$ cat config.mk
export PLATFORM = sky130hd
export DESIGN_NAME = network_top
export DESIGN_NICKNAME = d
export VERILOG_FILES = /design/src/net_pkg.sv /design/src/axis_if.sv /design/src/axis_reg_slice.sv /design/src/axis_slice_array.sv /design/src/mem_cmd_offset.sv /design/src/network_top.sv /design/src/packet_dropper.sv
export SDC_FILE = /design/constraint.sdc
export NUM_CORES = 1
export LEC_CHECK = 0
export ABC_CLOCK_PERIOD_IN_PS = 12950
export BUFFER_PORTS_ARGS = -buffer_cell sky130_fd_sc_hd__buf_2
export CAP_MARGIN = 40
export CORE_MARGIN = 5
export CORE_UTILIZATION = 55
export CTS_BUF_LIST = sky130_fd_sc_hd__clkbuf_4 sky130_fd_sc_hd__clkbuf_8
export DETAILED_ROUTE_END_ITERATION = 12
export MAX_ROUTING_LAYER = met4
export PLACE_DENSITY = 0.79
export SYNTH_ARGS = -nofsm -noshare
export SYNTH_HDL_FRONTEND = slang
export SYNTH_SLANG_ARGS = --single-unit
$ cat constraint.sdc
create_clock -name aclk -period 12.95 [get_ports aclk]
set_clock_uncertainty 0.2 [all_clocks]
set_input_delay 1.295 -clock aclk [delete_from_list [all_inputs] [get_ports aclk]]
set_output_delay 1.295 -clock aclk [all_outputs]
set_load 0.05 [all_outputs]
$ cat src/net_pkg.sv
// Network package
// Shared widths, the memory command type and the dropper state type

`default_nettype none

package net_pkg;

    // Stream widths
    localparam int net_data_bits = 64;
    localparam int net_keep_bits = net_data_bits / 8;

    // Packet index and counter width
    localparam int drop_num_bits = 32;

    // Memory command fields
    localparam int ddr_addr_bits = 64;
    localparam int mem_len_bits  = 32;

    // TCP memory command, address in the upper bits
    typedef struct packed {
        logic [ddr_addr_bits-1:0] addr;
        logic [mem_len_bits-1:0]  len;
    } mem_cmd_t;

    // Per-packet state of the dropper
    typedef enum logic [1:0] {
        pkt_first,
        pkt_pass,
        pkt_drop
    } drop_state_t;

endpackage

`default_nettype wire

$ cat src/axis_if.sv
// AXI-stream interface
// Master drives data, keep, last and valid; slave drives ready

`timescale 1ns/1ns
`default_nettype none

interface axis_if;

    logic [net_pkg::net_data_bits-1:0] tdata;
    logic [net_pkg::net_keep_bits-1:0] tkeep;
    logic                              tlast;
    logic                              tvalid;
    logic                              tready;

    modport m (
        output tdata, tkeep, tlast, tvalid,
        input  tready
    );

    modport s (
        input  tdata, tkeep, tlast, tvalid,
        output tready
    );

endinterface

`default_nettype wire

$ cat src/axis_reg_slice.sv
// Stream register slice
// Two-entry skid buffer, registered valid/data out and registered ready in

`timescale 1ns/1ns
`default_nettype none

module axis_reg_slice (
    input  logic aclk,
    input  logic aresetn,
    axis_if.s    s,
    axis_if.m    m
);

    localparam int beat_bits = net_pkg::net_data_bits + net_pkg::net_keep_bits + 1;

    logic [beat_bits-1:0] out_beat;
    logic [beat_bits-1:0] skid_beat;
    logic                 out_valid;
    logic                 skid_valid;
    logic                 out_load;

    // Output stage can take a new beat when empty or drained this cycle
    assign out_load = m.tready || !out_valid;

    // Ready comes straight from a flop
    assign s.tready = !skid_valid;

    always_ff @(posedge aclk) begin
        if (!aresetn) begin
            out_valid  <= 1'b0;
            skid_valid <= 1'b0;
        end else if (out_load) begin
            // Skid entry first, otherwise the incoming beat
            out_valid  <= skid_valid || s.tvalid;
            skid_valid <= 1'b0;
        end else if (s.tvalid && !skid_valid) begin
            skid_valid <= 1'b1;
        end
    end

    always_ff @(posedge aclk) begin
        if (out_load) begin
            out_beat <= skid_valid ? skid_beat : {s.tdata, s.tkeep, s.tlast};
        end
        // Park the beat accepted while the output is stalled
        if (!out_load && !skid_valid) begin
            skid_beat <= {s.tdata, s.tkeep, s.tlast};
        end
    end

    assign {m.tdata, m.tkeep, m.tlast} = out_beat;
    assign m.tvalid = out_valid;

endmodule

`default_nettype wire

$ cat src/axis_slice_array.sv
// Chain of stream register slices
// Latency of n_reg_stages cycles, plain wiring when the count is zero

`timescale 1ns/1ns
`default_nettype none

module axis_slice_array #(
    parameter int n_reg_stages = 2
) (
    input  logic aclk,
    input  logic aresetn,
    axis_if.s    s,
    axis_if.m    m
);

    if (n_reg_stages == 0) begin : g_bypass
        assign m.tdata  = s.tdata;
        assign m.tkeep  = s.tkeep;
        assign m.tlast  = s.tlast;
        assign m.tvalid = s.tvalid;
        assign s.tready = m.tready;
    end else begin : g_chain
        axis_if stage [n_reg_stages+1] ();

        // Chain input
        assign stage[0].tdata  = s.tdata;
        assign stage[0].tkeep  = s.tkeep;
        assign stage[0].tlast  = s.tlast;
        assign stage[0].tvalid = s.tvalid;
        assign s.tready        = stage[0].tready;

        for (genvar i = 0; i < n_reg_stages; i++) begin : g_stage
            axis_reg_slice inst_slice (
                .aclk   (aclk),
                .aresetn(aresetn),
                .s      (stage[i]),
                .m      (stage[i+1])
            );
        end

        // Chain output
        assign m.tdata  = stage[n_reg_stages].tdata;
        assign m.tkeep  = stage[n_reg_stages].tkeep;
        assign m.tlast  = stage[n_reg_stages].tlast;
        assign m.tvalid = stage[n_reg_stages].tvalid;
        assign stage[n_reg_stages].tready = m.tready;
    end

endmodule

`default_nettype wire

$ cat src/mem_cmd_offset.sv
// Memory command offset stage
// Adds a delayed DDR offset to each command address, one output register

`timescale 1ns/1ns
`default_nettype none

module mem_cmd_offset #(
    parameter int n_reg_stages = 2
) (
    input  logic                              aclk,
    input  logic                              aresetn,
    input  logic [net_pkg::ddr_addr_bits-1:0] offset_addr,
    input  net_pkg::mem_cmd_t                 s_cmd,
    input  logic                              s_cmd_valid,
    output logic                              s_cmd_ready,
    output net_pkg::mem_cmd_t                 m_cmd,
    output logic                              m_cmd_valid,
    input  logic                              m_cmd_ready
);

    // Offset as seen by the adder
    logic [net_pkg::ddr_addr_bits-1:0] offset_dly;
    net_pkg::mem_cmd_t                 cmd_q;
    logic                              cmd_valid_q;
    logic                              cmd_take;

    if (n_reg_stages == 0) begin : g_no_delay
        assign offset_dly = offset_addr;
    end else begin : g_delay
        // Entry 0 is one cycle old, the last entry feeds the adder
        logic [n_reg_stages-1:0][net_pkg::ddr_addr_bits-1:0] offset_q;

        always_ff @(posedge aclk) begin
            offset_q[0] <= offset_addr;
            for (int i = 1; i < n_reg_stages; i++) begin
                offset_q[i] <= offset_q[i-1];
            end
        end

        assign offset_dly = offset_q[n_reg_stages-1];
    end

    // Register is free when empty or drained in this cycle
    assign s_cmd_ready = !cmd_valid_q || m_cmd_ready;
    assign cmd_take    = s_cmd_valid && s_cmd_ready;

    always_ff @(posedge aclk) begin
        if (!aresetn) begin
            cmd_valid_q <= 1'b0;
        end else if (cmd_take) begin
            cmd_valid_q <= 1'b1;
        end else if (m_cmd_ready) begin
            cmd_valid_q <= 1'b0;
        end
    end

    // Held under back-pressure since it only loads on acceptance
    always_ff @(posedge aclk) begin
        if (cmd_take) begin
            cmd_q.addr <= s_cmd.addr + offset_dly;
            cmd_q.len  <= s_cmd.len;
        end
    end

    assign m_cmd       = cmd_q;
    assign m_cmd_valid = cmd_valid_q;

endmodule

`default_nettype wire

$ cat src/network_top.sv
// Network top level
// Receive and transmit stream paths with droppers, plus the memory command path

`timescale 1ns/1ns
`default_nettype none

module network_top #(
    parameter int n_reg_stages = 2
) (
    input  logic                              aclk,
    input  logic                              aresetn,

    // Network receive
    input  logic [net_pkg::net_data_bits-1:0] net_rx_tdata,
    input  logic [net_pkg::net_keep_bits-1:0] net_rx_tkeep,
    input  logic                              net_rx_tlast,
    input  logic                              net_rx_tvalid,
    output logic                              net_rx_tready,

    // User receive
    output logic [net_pkg::net_data_bits-1:0] user_rx_tdata,
    output logic [net_pkg::net_keep_bits-1:0] user_rx_tkeep,
    output logic                              user_rx_tlast,
    output logic                              user_rx_tvalid,
    input  logic                              user_rx_tready,

    // User transmit
    input  logic [net_pkg::net_data_bits-1:0] user_tx_tdata,
    input  logic [net_pkg::net_keep_bits-1:0] user_tx_tkeep,
    input  logic                              user_tx_tlast,
    input  logic                              user_tx_tvalid,
    output logic                              user_tx_tready,

    // Network transmit
    output logic [net_pkg::net_data_bits-1:0] net_tx_tdata,
    output logic [net_pkg::net_keep_bits-1:0] net_tx_tkeep,
    output logic                              net_tx_tlast,
    output logic                              net_tx_tvalid,
    input  logic                              net_tx_tready,

    // Drop control
    input  logic                              drop_rx_valid,
    input  logic [net_pkg::drop_num_bits-1:0] drop_rx_num,
    input  logic                              drop_tx_valid,
    input  logic [net_pkg::drop_num_bits-1:0] drop_tx_num,
    input  logic                              clear_drop,

    // Memory commands
    input  logic [net_pkg::ddr_addr_bits-1:0] ddr_offset_addr,
    input  logic [net_pkg::ddr_addr_bits-1:0] mem_cmd_addr,
    input  logic [net_pkg::mem_len_bits-1:0]  mem_cmd_len,
    input  logic                              mem_cmd_valid,
    output logic                              mem_cmd_ready,
    output logic [net_pkg::ddr_addr_bits-1:0] m_mem_cmd_addr,
    output logic [net_pkg::mem_len_bits-1:0]  m_mem_cmd_len,
    output logic                              m_mem_cmd_valid,
    input  logic                              m_mem_cmd_ready
);

    axis_if net_rx ();
    axis_if rx_kept ();
    axis_if user_rx ();
    axis_if user_tx ();
    axis_if tx_sliced ();
    axis_if net_tx ();

    net_pkg::mem_cmd_t s_cmd;
    net_pkg::mem_cmd_t m_cmd;

    // Plain ports onto the local streams
    assign net_rx.tdata   = net_rx_tdata;
    assign net_rx.tkeep   = net_rx_tkeep;
    assign net_rx.tlast   = net_rx_tlast;
    assign net_rx.tvalid  = net_rx_tvalid;
    assign net_rx_tready  = net_rx.tready;

    assign user_rx_tdata  = user_rx.tdata;
    assign user_rx_tkeep  = user_rx.tkeep;
    assign user_rx_tlast  = user_rx.tlast;
    assign user_rx_tvalid = user_rx.tvalid;
    assign user_rx.tready = user_rx_tready;

    assign user_tx.tdata  = user_tx_tdata;
    assign user_tx.tkeep  = user_tx_tkeep;
    assign user_tx.tlast  = user_tx_tlast;
    assign user_tx.tvalid = user_tx_tvalid;
    assign user_tx_tready = user_tx.tready;

    assign net_tx_tdata   = net_tx.tdata;
    assign net_tx_tkeep   = net_tx.tkeep;
    assign net_tx_tlast   = net_tx.tlast;
    assign net_tx_tvalid  = net_tx.tvalid;
    assign net_tx.tready  = net_tx_tready;

    // Receive: drop first, then slice toward the user
    packet_dropper inst_rx_dropper (
        .aclk      (aclk),
        .aresetn   (aresetn),
        .s         (net_rx),
        .m         (rx_kept),
        .drop_valid(drop_rx_valid),
        .drop_num  (drop_rx_num),
        .clear_drop(clear_drop)
    );

    axis_slice_array #(.n_reg_stages(n_reg_stages)) inst_rx_slices (
        .aclk   (aclk),
        .aresetn(aresetn),
        .s      (rx_kept),
        .m      (user_rx)
    );

    // Transmit: slice from the user, then drop
    axis_slice_array #(.n_reg_stages(n_reg_stages)) inst_tx_slices (
        .aclk   (aclk),
        .aresetn(aresetn),
        .s      (user_tx),
        .m      (tx_sliced)
    );

    packet_dropper inst_tx_dropper (
        .aclk      (aclk),
        .aresetn   (aresetn),
        .s         (tx_sliced),
        .m         (net_tx),
        .drop_valid(drop_tx_valid),
        .drop_num  (drop_tx_num),
        .clear_drop(clear_drop)
    );

    // Memory command path
    assign s_cmd.addr = mem_cmd_addr;
    assign s_cmd.len  = mem_cmd_len;

    mem_cmd_offset #(.n_reg_stages(n_reg_stages)) inst_cmd_offset (
        .aclk       (aclk),
        .aresetn    (aresetn),
        .offset_addr(ddr_offset_addr),
        .s_cmd      (s_cmd),
        .s_cmd_valid(mem_cmd_valid),
        .s_cmd_ready(mem_cmd_ready),
        .m_cmd      (m_cmd),
        .m_cmd_valid(m_mem_cmd_valid),
        .m_cmd_ready(m_mem_cmd_ready)
    );

    assign m_mem_cmd_addr = m_cmd.addr;
    assign m_mem_cmd_len  = m_cmd.len;

endmodule

`default_nettype wire

$ cat src/packet_dropper.sv
// Packet dropper
// Counts packets on one stream and discards the one whose index is armed

`timescale 1ns/1ns
`default_nettype none

module packet_dropper (
    input  logic                              aclk,
    input  logic                              aresetn,
    axis_if.s                                 s,
    axis_if.m                                 m,
    input  logic                              drop_valid,
    input  logic [net_pkg::drop_num_bits-1:0] drop_num,
    input  logic                              clear_drop
);

    net_pkg::drop_state_t              state;
    logic [net_pkg::drop_num_bits-1:0] pkt_cnt;
    logic [net_pkg::drop_num_bits-1:0] drop_idx;
    logic                              drop_armed;
    logic                              dropping;
    logic                              beat_taken;

    // Decision for the current beat, taken at the head of each packet
    always_comb begin
        case (state)
            net_pkg::pkt_first: dropping = drop_armed && (pkt_cnt == drop_idx);
            net_pkg::pkt_drop:  dropping = 1'b1;
            default:            dropping = 1'b0;
        endcase
    end

    // Data path is pure wiring; dropped beats are swallowed
    assign m.tdata  = s.tdata;
    assign m.tkeep  = s.tkeep;
    assign m.tlast  = s.tlast;
    assign m.tvalid = s.tvalid && !dropping;
    assign s.tready = dropping || m.tready;

    assign beat_taken = s.tvalid && s.tready;

    always_ff @(posedge aclk) begin
        if (!aresetn) begin
            state      <= net_pkg::pkt_first;
            pkt_cnt    <= '0;
            drop_idx   <= '0;
            drop_armed <= 1'b0;
        end else begin
            if (beat_taken) begin
                if (s.tlast) begin
                    state   <= net_pkg::pkt_first;
                    pkt_cnt <= pkt_cnt + 1'b1;
                    // One programming drops one packet
                    if (dropping) begin
                        drop_armed <= 1'b0;
                    end
                end else begin
                    state <= dropping ? net_pkg::pkt_drop : net_pkg::pkt_pass;
                end
            end

            // Clear restarts counting
            if (clear_drop) begin
                pkt_cnt    <= '0;
                drop_armed <= 1'b0;
            end

            // New index wins over clear in the same cycle
            if (drop_valid) begin
                drop_idx   <= drop_num;
                drop_armed <= 1'b1;
            end
        end
    end

endmodule

`default_nettype wire

==> out/qor.yml, run 1 <==
final_layout:
  final.fill_count: 4675
  stdcell_area_mm2: 0.04448
  stdcell_count: 4197
  final_layout_size_suffix_gt1_frac: 0.3735
  fin_nets: 3614
  area_growth_pct: 20.25
  leading_cell_type_in_the_layout_fill_and_taps_excluded: "sky130_fd_sc_hd__edfxtp_1"
  most-common-layout-cells: "sky130_fd_sc_hd__edfxtp_1, sky130_fd_sc_hd__buf_2, sky130_fd_sc_hd__mux2_2"
synth:
  post_synth_num_cell_types: 76
  synthesis.nets: 2905
  synthCells: 2458
  syn-mean-instance-area_um2: 15.05
  seq_area_frac_synth: 0.6987
  synth-main-ff-cell: "sky130_fd_sc_hd__edfxtp_1"
  netlist_top_cells_area: "sky130_fd_sc_hd__edfxtp_1, sky130_fd_sc_hd__dfxtp_1, sky130_fd_sc_hd__mux2_2, sky130_fd_sc_hd__xnor2_1, sky130_fd_sc_hd__ha_1"
  synth_top_cell_by_area: "sky130_fd_sc_hd__edfxtp_1"
  synth_edf_count: 680
  postSynth.asyncResetShare: 0
  yosysWarnings: 0
  synth.ff_latch_count: 951
  synth_area_mm2: 0.03699
  synthDominantCellAreaShare: 0.5521
sta:
  timing.final.setup_violations: 0
  layout_worst_path_cycle_share: 0.3524
  timing.final.max_slew_violations: 0
  postLayoutSetupSlackWorst_ns: 8.386
  grt_setup_unrepaired: "false"
  worst_pin_slew_ns: 0.9196
  hold_slack_ns: 0.1219
  finalSetupTns_ns: 0
  timing.fmax_ghz: 0.2191
  finalCriticalPeriod_ns: 4.564
  final_hold_viol_count: 0
  max_slew_headroom: 0.3855
status:
  outcome: "finished, final reports clean"
clocking:
  tritoncts.num_buffers: 148
  cts_hold_bufs: 0
  clk_root_buffer_cell: "sky130_fd_sc_hd__clkbuf_8"
  clock_tree.htree_level_count: 4
  post_cts.repair.setup_buffers: 0
  worst_skew_pair.late_latency_ns: 0.78
  cts_repair_resize_count: 0
  total_number_of_clock_tree_sinks: 951
  clk_transition_reported_paths_ns: 0.06
  cts_tree: "done"
  clock_tree.buffer_depth: 3
floorplanning:
  design.portCount: 629
  rows: 95
  core-area_mm2: 0.06692
  die-height_um: 269.3
  die_x_um: 269.3
  initial_core_util: 0.5527
  die_area_mm2: 0.07254
critical_path:
  cp_num_cells: 7
  critical_path_peak_fanout: 7
  critical_path.slowest_cell: "sky130_fd_sc_hd__nor4_1"
  worst-setup-path-type: "flip-flop to primary output"
  worst-path-buf-inv: 1
  worst-r2r-setup-slack_ns: 8.94
  critPathRequiredTime_ns: 11.45
  setup.worst_path.end_class: "primary output"
  critPathLaunchType: "flip-flop"
  crit_path_cell_trace: "xnor2_1 > nand4_1 > nor4_1 > nand3_1 > a21oi_1 > nor2b_1 > buf_2"
  timing.reg2reg.worst_path_depth: 11
  critical_path.max_stage_delay_ns: 0.47
  arrival_ns: 3.07
  timing.critical_path.max_delay_family: "simple AND/OR/NAND/NOR gates"
placement:
  dpl.cell_count: 3890
  preCtsSetupSlack_ns: 7.889
  hpwl_after_dpl_um: 69320
  placement.io_buffers: 628
  postPlaceCellArea_mm2: 0.04129
  finalWeightedCongestion: 0.9589
global_routing:
  grt_usage: 0.2650
  grt_pass1_wl_um: 144100
  grt-ovfl-total: 0
  via_count_of_the_first_global_routing_pass: 23470
  maximum_number_of_pins_on_one_net_before_global_route_repair: 77
  initial_antenna_violation_count: 40
routing:
  routedWlPerCell_um: 22.83
  route.vias.total: 23040
  detail_route.wirelength_um: 95830
  post_dr_vias_cell: 5.489
  antenna_left: 0
  number_of_design_rule_violations_left_by_the_first_detailed_router_iteration: 1838
  drc_errors: 0
  dr.pass1.iters: 6
pwr:
  pwr_density_cell_mw_per_mm2: 153.6
  cellLeakagePower_nw: 17.09
  irDropWorstVdd_mv: 0.1194
flow_run:
  max-cap-violations: 0
worst_hold_path:
  holdCritPathClass: "flip-flop to flip-flop"
  worst_hold_path.num_cells: 0
## logic make-up (layout without fill, tap and decap cells)
kind of cell             Yosys count  after routing  share of synthesized area
flip-flops                       951            951                     0.6987
AND/OR/NAND/NOR                  506            506                    0.07114
multiplexers                     360            360                     0.1073
AO/OA/AOI/OAI                    279            279                    0.04719
XOR/XNOR                         168            168                    0.03978
buffers and inverters            128            955                    0.01336
adder cells (fa/ha/maj)           66             66                    0.02253
other                              0             39                          0
## layout make-up
type                    count  area (µm²)  share of cell area
inverters                  37       138.9            0.003123
well taps                 873        1092             0.02456
flip-flops and latches    951       25860              0.5814
repair buffers            650        3481             0.07826
clock buffers             230        2771             0.06231
diodes                     39       97.59            0.002194
clock inverters            38       321.6            0.007230
multi-input cells        1379       10710              0.2409
## final timing paths
kind | start | end
max | inst_tx_dropper.pkt_cnt[18]$_SDFFE_PP0P_ | net_tx_tvalid
min | inst_cmd_offset.g_delay.offset_q[34]$_DFF_P_ | inst_cmd_offset.offset_dly[34]$_DFF_P_
max reg2reg | inst_cmd_offset.offset_dly[0]$_DFF_P_ | inst_cmd_offset.m_cmd[86]$_DFFE_PP_
min reg2reg | inst_cmd_offset.g_delay.offset_q[34]$_DFF_P_ | inst_cmd_offset.offset_dly[34]$_DFF_P_
## registers in the layout, summed over array words and instances, names as in the netlist, 64 cells and up
| signal | count |
|---|---|
| inst_cmd_offset.offset_dly | 64 |
| inst_cmd_offset.g_delay.offset_q | 64 |
| inst_rx_slices.g_chain.g_stage.inst_slice.skid_beat | 146 |
| inst_rx_slices.g_chain.g_stage.inst_slice.out_beat | 146 |
| inst_tx_slices.g_chain.g_stage.inst_slice.skid_beat | 146 |
| inst_cmd_offset.m_cmd | 96 |
| inst_tx_slices.g_chain.g_stage.inst_slice.out_beat | 146 |
## through the flow
step / total power, mW / utilization
floorplan: 4.037 / -
global placement: 4.280 / 0.6134
detailed placement: 4.299 / 0.6169
CTS: 6.890 / 0.6632
global route: 7.101 / 0.6645
finish: 6.830 / 0.6646
## where the power goes
group / internal, mW / switching, mW / leakage [nW]
clock network: 1.42 / 1.17 / 1.65
registers: 3.42 / 0.0593 / 8.89
logic: 0.237 / 0.524 / 6.55
## cell usage after synthesis (5+ instances only)
cell type / number
sky130_fd_sc_hd__a21oi_1: 101
sky130_fd_sc_hd__a21boi_0: 7
sky130_fd_sc_hd__inv_1: 36
sky130_fd_sc_hd__o211ai_1: 5
sky130_fd_sc_hd__o21ai_0: 56
sky130_fd_sc_hd__clkbuf_1: 69
sky130_fd_sc_hd__a31oi_1: 10
sky130_fd_sc_hd__nor4_1: 16
sky130_fd_sc_hd__nor2b_1: 79
sky130_fd_sc_hd__and4_1: 8
sky130_fd_sc_hd__and3_1: 19
sky130_fd_sc_hd__xnor2_1: 120
sky130_fd_sc_hd__o21bai_1: 14
sky130_fd_sc_hd__o21a_1: 13
sky130_fd_sc_hd__nand4_1: 43
sky130_fd_sc_hd__mux2i_1: 69
sky130_fd_sc_hd__and2_1: 15
sky130_fd_sc_hd__nor3_1: 28
sky130_fd_sc_hd__nand2_1: 92
sky130_fd_sc_hd__nand3_1: 39
sky130_fd_sc_hd__nor2_1: 120
sky130_fd_sc_hd__mux2_2: 291
sky130_fd_sc_hd__nor3b_1: 6
sky130_fd_sc_hd__dfxtp_1: 271
sky130_fd_sc_hd__a211oi_1: 5
sky130_fd_sc_hd__xor2_1: 48
sky130_fd_sc_hd__or3_1: 11
sky130_fd_sc_hd__edfxtp_1: 680
sky130_fd_sc_hd__a21o_1: 24
sky130_fd_sc_hd__nand2b_1: 9
sky130_fd_sc_hd__or2_2: 5
sky130_fd_sc_hd__ha_1: 65
sky130_fd_sc_hd__buf_1: 16
## metal layers
layer  global-route usage  wire length, µm  vias to the layer above
li1                     -                -                    10660
met5                    -                0                        -
met2               0.4287            47210                      932
met4               0.1095             3838                        0
met3              0.08277             8018                      199
met1               0.3110            36760                    11240
Note: power is estimated with default switching activity, not from simulation.
==> run 2: changes to the inputs <==
--- a/config.mk
+++ b/config.mk
@@ -5,7 +5,7 @@
 export SDC_FILE = /design/constraint.sdc
 export NUM_CORES = 1
 export LEC_CHECK = 0
-export ABC_CLOCK_PERIOD_IN_PS = 12950
+export ABC_CLOCK_PERIOD_IN_PS = 4750
 export BUFFER_PORTS_ARGS = -buffer_cell sky130_fd_sc_hd__buf_2
 export CAP_MARGIN = 40
 export CORE_MARGIN = 5
==> constraint.sdc (replaced) <==
create_clock -name aclk -period 4.75 [get_ports aclk]
set_clock_uncertainty 0.2 [all_clocks]
set_input_delay 0.475 -clock aclk [delete_from_list [all_inputs] [get_ports aclk]]
set_output_delay 0.475 -clock aclk [all_outputs]
set_load 0.05 [all_outputs]
==> run 2 against run 1 <==
Against the previous run: register-to-register slack got worse by 8.2 ns; via count up 9.8%; sequential cell count stayed put; critical path type is now input pin to flip-flop; power increased to 2.8 times the previous value; cell count increased by 7.8%; largest power group unchanged; global-route usage up 2.9 points; clock power rose to 2.8 times the previous value; die area unchanged.
==> out/qor.yml, run 2 (synthesis results as in run 1) <==
status:
  outcome: "finished, final reports clean"  # unchanged
placement:
  postPlaceCellArea_mm2: 0.04131  # was 0.04129 mm²
  placement.io_buffers: 628  # unchanged
  finalWeightedCongestion: 0.9146  # was 0.9589
  dpl.cell_count: 3892  # was 3,890
  hpwl_after_dpl_um: 69130  # was 69,320 µm
floorplanning:
  die_x_um: 269.3  # unchanged
  die_area_mm2: 0.07254  # unchanged
  die-height_um: 269.3  # unchanged
  rows: 95  # unchanged
  design.portCount: 629  # unchanged
  core-area_mm2: 0.06692  # unchanged
  initial_core_util: 0.5527  # unchanged
routing:
  antenna_left: 0  # unchanged
  drc_errors: 0  # unchanged
  post_dr_vias_cell: 5.593  # was 5.489
  route.vias.total: 25300  # was 23,040
  detail_route.wirelength_um: 106700  # was 95,830 µm
  routedWlPerCell_um: 23.60  # was 22.83 µm
  dr.pass1.iters: 6  # unchanged
  number_of_design_rule_violations_left_by_the_first_detailed_router_iteration: 2013  # was 1,838
pwr:
  pwr-share-comb: 0.123  # was 0.111
  share_seq_of_total_power: 0.499  # was 0.509
  pwr_density_cell_mw_per_mm2: 398.4  # was 153.6 mW/mm²
  switching_share: 0.2620  # was 0.2569
  internal_power_mw: 14.06  # was 5.075 mW
  irDropWorstVdd_mv: 0.2514  # was 0.1194 mV
  power.clock.fraction: 0.378  # was 0.379
  net-switching-power_mw: 4.993  # was 1.755 mW
  cellLeakagePower_nw: 18.49  # was 17.09 nW
clocking:
  cts_hold_bufs: 331  # was 0
  clk_root_buffer_cell: "sky130_fd_sc_hd__clkbuf_8"  # unchanged
  clk_transition_reported_paths_ns: 0.06  # about the same
  tritoncts.num_buffers: 153  # was 148
  clock_tree.htree_level_count: 4  # unchanged
  worst_skew_pair.late_latency_ns: 0.79  # was 0.78 ns
  post_cts.repair.setup_buffers: 0  # unchanged
  cts_repair_resize_count: 0  # unchanged
  clock_tree.buffer_depth: 3  # unchanged
  cts_tree: "done"  # unchanged
  total_number_of_clock_tree_sinks: 951  # unchanged
critical_path:
  worst-r2r-setup-slack_ns: 0.76  # was 8.94 ns
  setup.worst_path.end_class: "flip-flop"  # was primary output
  r2r_end: "inst_cmd_offset.m_cmd[86]$_DFFE_PP_"  # unchanged
  critPathLaunchType: "input pin"  # was flip-flop
  timing.reg2reg.worst_path_depth: 11  # unchanged
  critPathRequiredTime_ns: 5.06  # was 11.45 ns
  critical_path_peak_fanout: 8  # was 7
  worst-setup-path-type: "input pin to flip-flop"  # was flip-flop to primary output
  arrival_ns: 4.39  # was 3.07 ns
  timing.rr.start: "inst_cmd_offset.offset_dly[0]$_DFF_P_"  # unchanged
global_routing:
  grt_pass1_wl_um: 160100  # was 144,100 µm
  via_count_of_the_first_global_routing_pass: 26510  # was 23,470
  initial_antenna_violation_count: 27  # was 40
  grt-ovfl-total: 0  # unchanged
  maximum_number_of_pins_on_one_net_before_global_route_repair: 81  # was 77
  grt_usage: 0.2936  # was 0.2650
final_layout:
  stdcell_area_mm2: 0.04783  # was 0.04448 mm²
  fin_nets: 3952  # was 3,614
  final.fill_count: 4164  # was 4,675
  leading_cell_type_in_the_layout_fill_and_taps_excluded: "sky130_fd_sc_hd__edfxtp_1"  # unchanged
  area_growth_pct: 29.30  # was 20.25%
  stdcell_count: 4523  # was 4,197
  final_layout_size_suffix_gt1_frac: 0.3410  # was 0.3735
  multiInputGateArea_mm2: 0.01071  # unchanged
  most-common-layout-cells: "sky130_fd_sc_hd__edfxtp_1, sky130_fd_sc_hd__buf_2, sky130_fd_sc_hd__dlygate4sd3_1"  # was sky130_fd_sc_hd__edfxtp_1, sky130_fd_sc_hd__buf_2, sky130_fd_sc_hd__mux2_2
  layout.area.seq_mm2: 0.02586  # unchanged
flow_run:
  max-cap-violations: 0  # unchanged
sta:
  timing.fmax_ghz: 0.2452
  worst_pin_slew_ns: 0.9524  # was 0.9196 ns
  max_slew_headroom: 0.3650  # was 0.3855
  final_hold_viol_count: 0  # unchanged
  timing.final.max_slew_violations: 0  # unchanged
  finalSetupTns_ns: 0  # unchanged
  finalCriticalPeriod_ns: 4.078
  layout_worst_path_cycle_share: 0.8585
  timing.final.setup_violations: 0  # unchanged
  grt_setup_unrepaired: "false"  # unchanged
worst_hold_path:
  worst_hold_path.endpoint: "inst_cmd_offset.m_cmd[57]$_DFFE_PP_"  # was inst_cmd_offset.offset_dly[34]$_DFF_P_
  holdCritPathClass: "input pin to flip-flop"  # was flip-flop to flip-flop
  worst_hold_path.num_cells: 4  # was 0
  hold_start: "mem_cmd_addr[24]"  # was inst_cmd_offset.g_delay.offset_q[34]$_DFF_P_
==> run 2: through the flow <==
step | total power, mW | worst slack [ns] | hold WS (ns) | utilization
finish | 19.06 | 0.6720 | 0.08680 | 0.7147
global route | 19.75 | 0.5471 | 0.02215 | 0.7146
CTS | 19.07 | 0.7758 | 0.0004664 | 0.7138
detailed placement | 11.72 | 0.4947 | 0.1121 | 0.6173
global placement | 11.67 | 0.6062 | 0.1116 | 0.6142
floorplan | 11.00 | 0.2595 | 0.1096 | -
==> run 2: power groups by stage <==
stage	clock network, mW	registers (mW)	logic, mW
after floorplan	0	10.3	0.752
after global placement	0	9.65	2.01
after detailed placement	0	9.67	2.06
after CTS	7.26	9.50	2.30
after global routing	7.76	9.53	2.46
final	7.21	9.51	2.34
==> run 2: metal layers <==
| metal | GRT usage | share of wire | wire (µm) |
|---|---|---|---|
| met2 | 0.4936 | 0.51 | 54220 |
| met3 | 0.07272 | 0.077 | 8176 |
| met4 | 0.1284 | 0.046 | 4956 |
| met5 | - | 0 | 0 |
| met1 | 0.3375 | 0.37 | 39380 |
==> run 2: worst max path at each step <==
stage,from,end,depth (start not counted)
finish,mem_cmd_addr[0],inst_cmd_offset.m_cmd[86]$_DFFE_PP_,13
global route,inst_cmd_offset.offset_dly[0]$_DFF_P_,inst_cmd_offset.m_cmd[94]$_DFFE_PP_,11
CTS,inst_cmd_offset.offset_dly[0]$_DFF_P_,inst_cmd_offset.m_cmd[86]$_DFFE_PP_,11
detailed placement,mem_cmd_addr[0],inst_cmd_offset.m_cmd[86]$_DFFE_PP_,12
global placement,mem_cmd_addr[0],inst_cmd_offset.m_cmd[86]$_DFFE_PP_,12
floorplan,inst_tx_dropper.pkt_cnt[2]$_SDFFE_PP0P_,flip-flop,9
==> run 2: area by class of cell <==
| class | count | area share |
|---|---|---|
| flip-flops and latches | 951 | 0.5407 |
| clock buffers | 233 | 0.05959 |
| multi-input cells | 1379 | 0.2240 |
| diodes | 25 | 0.001308 |
| well taps | 873 | 0.02284 |
| clock inverters | 42 | 0.006069 |
| repair buffers | 983 | 0.1426 |
| inverters | 37 | 0.002904 |
==> run 2: worst max-delay path: stages <==
cell and delay [ns]:
sky130_fd_sc_hd__dlygate4sd3_1 0.55, sky130_fd_sc_hd__buf_2 0.13, sky130_fd_sc_hd__ha_1 0.22, sky130_fd_sc_hd__fa_1 0.42, sky130_fd_sc_hd__a21oi_1 0.30, sky130_fd_sc_hd__o21ai_1 0.13, sky130_fd_sc_hd__and3_1 0.26, sky130_fd_sc_hd__o2111a_1 0.26
sky130_fd_sc_hd__a211oi_1 0.38, sky130_fd_sc_hd__a31oi_1 0.25, sky130_fd_sc_hd__a221oi_2 0.65, sky130_fd_sc_hd__o21ai_0 0.20, sky130_fd_sc_hd__xnor2_1 0.16
